File: config.mk
export PLATFORM = sky130hd
export DESIGN_NAME = board_top
export DESIGN_NICKNAME = d
export VERILOG_FILES = /design/src/hdl/board_pkg.sv /design/src/hdl/dbg_pkg.sv /design/src/hdl/dbg_regs.sv /design/src/hdl/spi_master.sv /design/src/hdl/run_indicator.sv /design/src/hdl/board_top.sv
export SDC_FILE = /design/constraint.sdc
export NUM_CORES = 1
export LEC_CHECK = 0
export ABC_AREA = 1
export BUFFER_PORTS_ARGS = -buffer_cell sky130_fd_sc_hd__buf_4
export CORE_ASPECT_RATIO = 0.8
export CORE_MARGIN = 2
export CORE_UTILIZATION = 50
export DETAILED_ROUTE_END_ITERATION = 16
export HOLD_SLACK_MARGIN = 0.06
export PLACE_DENSITY_LB_ADDON = 0.12
export SKIP_CTS_REPAIR_TIMING = 1
export SLEW_MARGIN = 0
export SYNTH_ARGS = -nofsm -noshare
export SYNTH_HDL_FRONTEND = slang
export SYNTH_HIERARCHICAL = 1
export SYNTH_SLANG_ARGS = --single-unit
File: constraint.sdc
create_clock -name sys_clk -period 2.9 [get_ports sys_clk]
set_input_delay 0.58 -clock sys_clk [delete_from_list [all_inputs] [get_ports sys_clk]]
set_output_delay 0.58 -clock sys_clk [all_outputs]
set_load 0.1 [all_outputs]
File: src/hdl/board_pkg.sv
package board_pkg;

	// ####################################################################
	// spi master configuration
	// ####################################################################

	// width of the sclk divider field
	localparam int SPI_DIV_W = 8;

	// chip selects on this board, one per spi port
	localparam int SPI_NUM_CS = 2;

	// settings handed from the register block to the spi master
	// sclk half period is div + 1 sys_clk cycles
	typedef struct packed {
		logic [SPI_DIV_W-1:0] div;
		logic                 cs_sel;
		logic                 cs_hold;
	} spi_cfg_t;

	// fastest clock, first chip select, no hold
	localparam spi_cfg_t SPI_CFG_RST = '{
		div:     '0,
		cs_sel:  1'b0,
		cs_hold: 1'b0
	};

	// ####################################################################
	// spi master sequencing
	// ####################################################################

	// sclk_low and sclk_high each last div + 1 cycles per bit
	typedef enum logic [1:0] {
		idle      = 2'd0,
		sclk_low  = 2'd1,
		sclk_high = 2'd2
	} spi_state_e;

endpackage

File: src/hdl/dbg_pkg.sv
package dbg_pkg;

	// one debugger access, qualified by dbg_req
	typedef struct packed {
		logic [1:0]  addr;
		logic [31:0] wdata;
		logic        wr_en;
	} dbg_req_t;

	// word addresses of the debug register block
	typedef enum logic [1:0] {
		reg_ctrl   = 2'd0,
		reg_txdata = 2'd1,
		reg_rxdata = 2'd2,
		reg_status = 2'd3
	} dbg_reg_e;

	// ####################################################################
	// register field positions
	// ####################################################################

	// reg_ctrl, div sits in the low byte
	localparam int CTRL_CS_SEL_BIT  = 8;
	localparam int CTRL_CS_HOLD_BIT = 9;

	// reg_status
	localparam int STAT_BUSY_BIT = 0;
	localparam int STAT_RUN_BIT  = 1;

endpackage

File: src/hdl/dbg_regs.sv
module dbg_regs (
	input  logic                sys_clk,
	input  logic                rst_n,
	input  logic                dbg_req,
	input  dbg_pkg::dbg_req_t   dbg_in,
	output logic                dbg_ack,
	output logic [31:0]         dbg_dout,
	input  logic                busy,
	input  logic [7:0]          rx_byte,
	input  logic                running,
	output board_pkg::spi_cfg_t cfg,
	output logic                start,
	output logic [7:0]          tx_byte
);
	import board_pkg::*;
	import dbg_pkg::*;

	logic        access;
	dbg_reg_e    reg_addr;
	logic        wr_ctrl;
	logic        wr_tx;
	logic [31:0] rd_data;

	// ####################################################################
	// request decode
	// ####################################################################

	// a request counts as new unless it is being acknowledged right now,
	// so a held req yields one ack every other cycle
	assign access   = dbg_req & ~dbg_ack;
	assign reg_addr = dbg_reg_e'(dbg_in.addr);
	assign wr_ctrl  = access & dbg_in.wr_en & (reg_addr == reg_ctrl);

	// never restart the engine in the middle of a byte
	assign wr_tx = access & dbg_in.wr_en & (reg_addr == reg_txdata) & ~busy;

	// read mux, unused bits read as zero
	always_comb begin
		rd_data = '0;
		case (reg_addr)
			reg_ctrl: begin
				rd_data[SPI_DIV_W-1:0]   = cfg.div;
				rd_data[CTRL_CS_SEL_BIT]  = cfg.cs_sel;
				rd_data[CTRL_CS_HOLD_BIT] = cfg.cs_hold;
			end
			reg_rxdata: begin
				rd_data[7:0] = rx_byte;
			end
			reg_status: begin
				rd_data[STAT_BUSY_BIT] = busy;
				rd_data[STAT_RUN_BIT]  = running;
			end
			default: begin
				// txdata is write only
				rd_data = '0;
			end
		endcase
	end

	// ####################################################################
	// handshake and control register
	// ####################################################################

	always_ff @(posedge sys_clk) begin
		if (!rst_n) begin
			dbg_ack <= 1'b0;
			start   <= 1'b0;
			cfg     <= SPI_CFG_RST;
		end else begin
			dbg_ack <= access;
			// lines up with the ack of the accepted write
			start <= wr_tx;
			if (wr_ctrl) begin
				cfg.div     <= dbg_in.wdata[SPI_DIV_W-1:0];
				cfg.cs_sel  <= dbg_in.wdata[CTRL_CS_SEL_BIT];
				cfg.cs_hold <= dbg_in.wdata[CTRL_CS_HOLD_BIT];
			end
		end
	end

	// read data and tx byte, valid in the ack cycle
	always_ff @(posedge sys_clk) begin
		if (access)
			dbg_dout <= rd_data;
		if (wr_tx)
			tx_byte <= dbg_in.wdata[7:0];
	end

endmodule

File: src/hdl/spi_master.sv
module spi_master #(
	parameter int spi_num_cs = board_pkg::SPI_NUM_CS
) (
	input  logic                  sys_clk,
	input  logic                  rst_n,
	input  board_pkg::spi_cfg_t   cfg,
	input  logic                  start,
	input  logic [7:0]            tx_byte,
	output logic                  busy,
	output logic [7:0]            rx_byte,
	output logic                  sclk,
	output logic                  mosi,
	input  logic                  miso,
	output logic [spi_num_cs-1:0] ncs
);
	import board_pkg::*;

	spi_state_e           state;
	logic [SPI_DIV_W-1:0] div_cnt;
	logic [2:0]           bit_cnt;
	logic                 phase_done;
	logic                 last_bit;
	spi_cfg_t             cfg_q;
	spi_cfg_t             cs_cfg;
	logic [7:0]           tx_shift;
	logic [7:0]           rx_shift;

	// one half period of sclk has elapsed
	assign phase_done = (div_cnt == cfg_q.div);
	assign last_bit   = (bit_cnt == 3'd7);

	// ####################################################################
	// bit sequencer, mode 0, msb first
	// ####################################################################

	always_ff @(posedge sys_clk) begin
		if (!rst_n) begin
			state   <= idle;
			div_cnt <= '0;
			bit_cnt <= '0;
			busy    <= 1'b0;
			sclk    <= 1'b0;
			mosi    <= 1'b0;
			rx_byte <= '0;
		end else begin
			case (state)
				idle: begin
					if (start) begin
						state   <= sclk_low;
						div_cnt <= '0;
						bit_cnt <= '0;
						busy    <= 1'b1;
						// first bit set up ahead of the first rising edge
						mosi <= tx_byte[7];
					end
				end
				sclk_low: begin
					if (phase_done) begin
						state   <= sclk_high;
						div_cnt <= '0;
						sclk    <= 1'b1;
					end else begin
						div_cnt <= div_cnt + 1'b1;
					end
				end
				sclk_high: begin
					if (phase_done) begin
						div_cnt <= '0;
						sclk    <= 1'b0;
						if (last_bit) begin
							state   <= idle;
							busy    <= 1'b0;
							mosi    <= 1'b0;
							rx_byte <= rx_shift;
						end else begin
							state   <= sclk_low;
							bit_cnt <= bit_cnt + 1'b1;
							// next bit leaves on the falling edge
							mosi <= tx_shift[6];
						end
					end else begin
						div_cnt <= div_cnt + 1'b1;
					end
				end
				default: begin
					state <= idle;
				end
			endcase
		end
	end

	// shift registers and the settings of the running transfer
	always_ff @(posedge sys_clk) begin
		if (state == idle && start) begin
			cfg_q    <= cfg;
			tx_shift <= tx_byte;
		end
		// sample miso as sclk rises
		if (state == sclk_low && phase_done)
			rx_shift <= {rx_shift[6:0], miso};
		if (state == sclk_high && phase_done && !last_bit)
			tx_shift <= {tx_shift[6:0], 1'b0};
	end

	// ####################################################################
	// chip selects
	// ####################################################################

	// a transfer keeps the settings it started with, between transfers
	// the live register decides whether a select is held
	assign cs_cfg = busy ? cfg_q : cfg;

	always_comb begin
		ncs = '1;
		for (int i = 0; i < spi_num_cs; i++) begin
			if ((busy || cs_cfg.cs_hold) && (i == int'(cs_cfg.cs_sel)))
				ncs[i] = 1'b0;
		end
	end

endmodule

File: src/hdl/run_indicator.sv
module run_indicator #(
	parameter int window_log2 = 20
) (
	input  logic sys_clk,
	input  logic rst_n,
	input  logic core_running,
	output logic running
);

	logic [window_log2-1:0] win_cnt;
	logic                   seen;
	logic                   win_end;

	// last cycle of the current window
	assign win_end = &win_cnt;

	// ####################################################################
	// activity window
	// ####################################################################

	// any activity inside a window, even one cycle of a single step,
	// keeps the led on for the whole following window
	always_ff @(posedge sys_clk) begin
		if (!rst_n) begin
			win_cnt <= '0;
			seen    <= 1'b0;
			running <= 1'b0;
		end else begin
			win_cnt <= win_cnt + 1'b1;
			if (win_end) begin
				// include activity in the closing cycle itself
				running <= seen | core_running;
				seen    <= 1'b0;
			end else if (core_running) begin
				seen <= 1'b1;
			end
		end
	end

endmodule

File: src/hdl/board_top.sv
module board_top #(
	parameter int spi_num_cs  = board_pkg::SPI_NUM_CS,
	parameter int window_log2 = 20
) (
	input  logic                  sys_clk,
	input  logic                  rst_n,
	// debugger access
	input  logic                  dbg_req,
	input  dbg_pkg::dbg_req_t     dbg_in,
	output logic                  dbg_ack,
	output logic [31:0]           dbg_dout,
	// core activity and leds
	input  logic                  core_running,
	output logic                  running,
	output logic                  spi_cs0_active,
	output logic                  spi_cs1_active,
	// spi chip selects, shared by both ports
	output logic [spi_num_cs-1:0] spi_ncs,
	// spi port 1
	output logic                  spi_clk1,
	output logic                  spi_mosi1,
	input  logic                  spi_miso1,
	// spi port 2
	output logic                  spi_clk2,
	output logic                  spi_mosi2,
	input  logic                  spi_miso2
);
	import board_pkg::*;

	spi_cfg_t   cfg;
	logic       start;
	logic [7:0] tx_byte;
	logic       busy;
	logic [7:0] rx_byte;
	logic       spi_sclk;
	logic       spi_mosi;
	logic       spi_miso;

	// ####################################################################
	// spi pin fan-out
	// ####################################################################

	// both ports run off the one engine, a deselected slave drives 0
	assign spi_clk1  = spi_sclk;
	assign spi_mosi1 = spi_mosi;
	assign spi_clk2  = spi_sclk;
	assign spi_mosi2 = spi_mosi;
	assign spi_miso  = spi_miso1 | spi_miso2;

	// led on while its slave is selected
	assign spi_cs0_active = ~spi_ncs[0];
	assign spi_cs1_active = ~spi_ncs[1];

	dbg_regs dbg_regs_i (
		.sys_clk  (sys_clk),
		.rst_n    (rst_n),
		.dbg_req  (dbg_req),
		.dbg_in   (dbg_in),
		.dbg_ack  (dbg_ack),
		.dbg_dout (dbg_dout),
		.busy     (busy),
		.rx_byte  (rx_byte),
		.running  (running),
		.cfg      (cfg),
		.start    (start),
		.tx_byte  (tx_byte)
	);

	spi_master #(
		.spi_num_cs (spi_num_cs)
	) spi_master_i (
		.sys_clk (sys_clk),
		.rst_n   (rst_n),
		.cfg     (cfg),
		.start   (start),
		.tx_byte (tx_byte),
		.busy    (busy),
		.rx_byte (rx_byte),
		.sclk    (spi_sclk),
		.mosi    (spi_mosi),
		.miso    (spi_miso),
		.ncs     (spi_ncs)
	);

	run_indicator #(
		.window_log2 (window_log2)
	) run_indicator_i (
		.sys_clk      (sys_clk),
		.rst_n        (rst_n),
		.core_running (core_running),
		.running      (running)
	);

endmodule

==> results.md <==
* Post-DR wirelength/cell at 13.1 um
* Routed vias/inst at 4.96
* Max-cap violations at 0
* Total gr overflow at 0
* Final Cycle Share at 73.1%
* Nature of the critical path endpoint: flip-flop
* Initial core utilization at 51.5%
* Post-Place Cells at 687
* Final setup violating endpoints at 0
* Core Rows at 31
* Non-filler instance count after layout at 703
* Largest net degree at the start of global routing at 37
* HP Start: dbg_in[1]
* DRT Wirelength at 9220 um
* Worst EP required at 2.93 ns
* Power per unit of standard cell area at 659 nW/um2
* Die height at 90.3 um
* Reg2reg end: spi_master_i/tx_shift[3]$_DFFE_PP_
* Type of origin of the critical path: flip-flop
* Antenna Nets Post-Route at 0
* Yosys cell types at 35
* Synth Instances at 546
* Detailed Place HPWL at 6620 um
* Clock Sinks at 100
* Sequential Area at 2410 um2
* CP arrival at 2.15 ns
* Unrepaired setup endpoints after global routing: false
* Synth warnings at 6
* Register bit count reported by yosys at 100
* Gpl congestion at 0.768
* Clk root buf: clkbuf_16
* Area taken by multi-input logic gates at 1810 um2
* Worst clock skew at 0.0134 ns
* CP Class: flip-flop to flip-flop
* Core area at 9040 um2
* Die ar. at 10100 um2
* Later-pin clock latency in the skew report at 0.35 ns
* Final #Nets at 633
* Post-synthesis sequential area ratio at 51.8%
* Worst min path class: input port to flip-flop
* Max H-tree Level at 3
* RR Startpoint: spi_master_i/state[0]$_SDFFE_PN0P_
* Vias at 3486
* Final Hold Viols at 0
* Worst r2r path cells at 6
* Post-Syn Area at 4660 um2
* Area Overhead vs Synth at 12.4%
* Worst slew margin at 63.1%
* I/O Buffers at 38
* Final worst path period need at 2.12 ns
* Slew @ Worst Pin at 0.553 ns
* GRT Resource Usage Total at 19.1%
* First-pass GRT wire length at 15300 um
* Avg Cell Area, Syn at 8.53 um2
* DRC viols at 0
* Vias in the first global route at 3200
* First-pass iteration count of the detailed router at 4
* Antenna Cells at 0
* R2R setup slack at 0.78 ns
* Ratio of cells with drive above 1 in the final layout at 14.3%
* Worst VDD drop at 0.599 mV
* Clock transition at path regs at 0.07 ns
* CTS tree: built
* Iter 0 DRT Violations at 197
* CP max FO at 14
* Hold path depth at 1
* I/O Pins at 83
* Final-report max-slew violation count at 0
* Number of CTS-inserted buffers at 9
* Die X at 112 um
* Fill count at 818
* Cell leakage power at 2.23 nW
* Hold Path End: dbg_regs_i/tx_byte[0]$_DFFE_PP_
* CTS max path bufs at 2
* Antenna violations before repair at 0
* Status: complete, no violations
* Fmax at 472 MHz
* Fin util at 57.9%
[state kept, by name, indices dropped and copies added (netlist names)]
register	flops
dbg_regs_i/cfg	10
dbg_regs_i/dbg_ack	1
dbg_regs_i/dbg_dout	10
dbg_regs_i/start	1
dbg_regs_i/tx_byte	8
run_indicator_i/running	1
run_indicator_i/seen	1
run_indicator_i/win_cnt	20
spi_master_i/bit_cnt	3
spi_master_i/busy	1
spi_master_i/cfg_q	9
spi_master_i/div_cnt	8
spi_master_i/mosi	1
spi_master_i/rx_byte	8
spi_master_i/rx_shift	8
spi_master_i/sclk	1
spi_master_i/state	2
spi_master_i/tx_shift	7
[where the power goes]
| part | switching (mW) | leakage [nW] | internal [mW] |
|---|---|---|---|
| logic | 0.520 | 1.22 | 0.160 |
| clock network | 0.569 | 0.146 | 0.630 |
| registers | 0.0491 | 0.864 | 1.52 |
[worst max-delay path by stage]
stage	cells past startpoint	slack, ns	from	endpoint
floorplan	2	-0.52	spi_master_i/busy$_SDFFE_PN0P_	spi_cs0_active
global placement	6	0.83	spi_master_i/state[0]$_SDFFE_PN0P_	spi_master_i/tx_shift[1]$_DFFE_PP_
detailed placement	6	0.80	spi_master_i/state[0]$_SDFFE_PN0P_	spi_master_i/tx_shift[3]$_DFFE_PP_
CTS	6	0.79	spi_master_i/state[0]$_SDFFE_PN0P_	spi_master_i/tx_shift[3]$_DFFE_PP_
global route	9	0.60	spi_master_i/cfg_q[6]$_DFFE_PP_	spi_master_i/tx_shift[4]$_DFFE_PP_
finish	6	0.78	spi_master_i/state[0]$_SDFFE_PN0P_	spi_master_i/tx_shift[3]$_DFFE_PP_
[cell usage after synthesis]
cell type  count  area (um2)
o211ai_1       1        7.51
buf_6          3        33.8
nand2_2        6        37.5
xor2_1         4        35.0
nand3_1       30         150
clkinv_1       1        3.75
nor3_1         5        25.0
buf_2          2        10.0
nand3b_1       1        7.51
nand4_1       16         100
nand3_2        1        10.0
nor4_1         2        12.5
dfxtp_1       59        1180
o21a_1         1        7.51
conb_1         1        3.75
nor2_8         2        40.0
a22o_1         7        61.3
o21ai_0       13        65.1
nor3b_1        1        7.51
a211oi_1       1        7.51
buf_4         25         188
nor2_2         4        25.0
nor2_4         5        56.3
nand2_1      113         424
xnor2_1        4        35.0
clkbuf_1       5        18.8
edfxtp_1      41        1230
nand2_4        3        33.8
nor2_1        72         270
inv_2          5        18.8
ha_1           9         113
inv_1         65         244
or2_2          1        6.26
a21oi_1       36         180
or2_1          1        6.26
[placed cells by master, fill, tap and decap left out, types with 2 or more instances in the layout]
cell,instances
nand3_1,30
xnor2_1,4
inv_8,2
clkbuf_16,9
o21ai_0,12
nor2_1,72
nand2_4,3
inv_2,5
edfxtp_1,41
ha_1,9
a21oi_1,36
nor2_8,2
nand2_1,113
nand4_1,16
conb_1,22
nand2_2,6
nor2_4,5
a22o_1,7
dfxtp_1,58
buf_4,40
nor3_1,5
nor2_2,4
xor2_1,4
nor4_1,2
inv_1,65
[cells by family (layout without fill, tap and decap cells)]
logic type               count (synthesis)  count (layout)  share of synthesized area [%]
AO/OA/AOI/OAI                           59              59                           7.07
XOR/XNOR                                 8               8                           1.50
adder cells (fa/ha/maj)                  9               9                           2.42
buffers and inverters                  106             127                           11.1
flip-flops                             100             100                           51.8
other                                    1              22                         0.0805
AND/OR/NAND/NOR                        263             263                           26.0
[cell type report]
type | count | area share (%)
multi-input cells | 361 | 34.5
flip-flops and latches | 100 | 46.1
clock buffers | 10 | 4.57
inverters | 71 | 5.09
well taps | 115 | 2.75
repair buffers | 40 | 5.74
clock inverters | 6 | 1.22
[worst max-delay path, stage by stage, from the launching register on]
cell and delay [ns]:
dfxtp_1 0.36, inv_1 0.10, ha_1 0.29, inv_1 0.16
nor2_4 0.38, nand2_2 0.26, nand2_1 0.27
[per-layer routing]
metal	wire length (um)	track usage (%)	share of wire, %	vias to the layer above
met5	0	0	0	-
met4	106	4.01	1.1	0
met3	474	5.84	5.1	9
met2	3890	28.4	42	76
met1	4750	27.7	52	1610
li1	-	-	-	1791
[stage by stage]
step                setup WS (ns)  hold slack [ns]  power (mW)  area (um2)  setup TNS [ns]
floorplan                  -0.518            0.417        2.19        4740          -0.886
global placement            0.833            0.426        2.26        4930               0
detailed placement          0.801            0.443        2.28        4930               0
CTS                         0.787            0.403        3.47        5230               0
global route                0.605            0.401        3.61        5230               0
finish                      0.780            0.417        3.45        5230               0
Note: power is estimated with default switching activity, not from simulation.
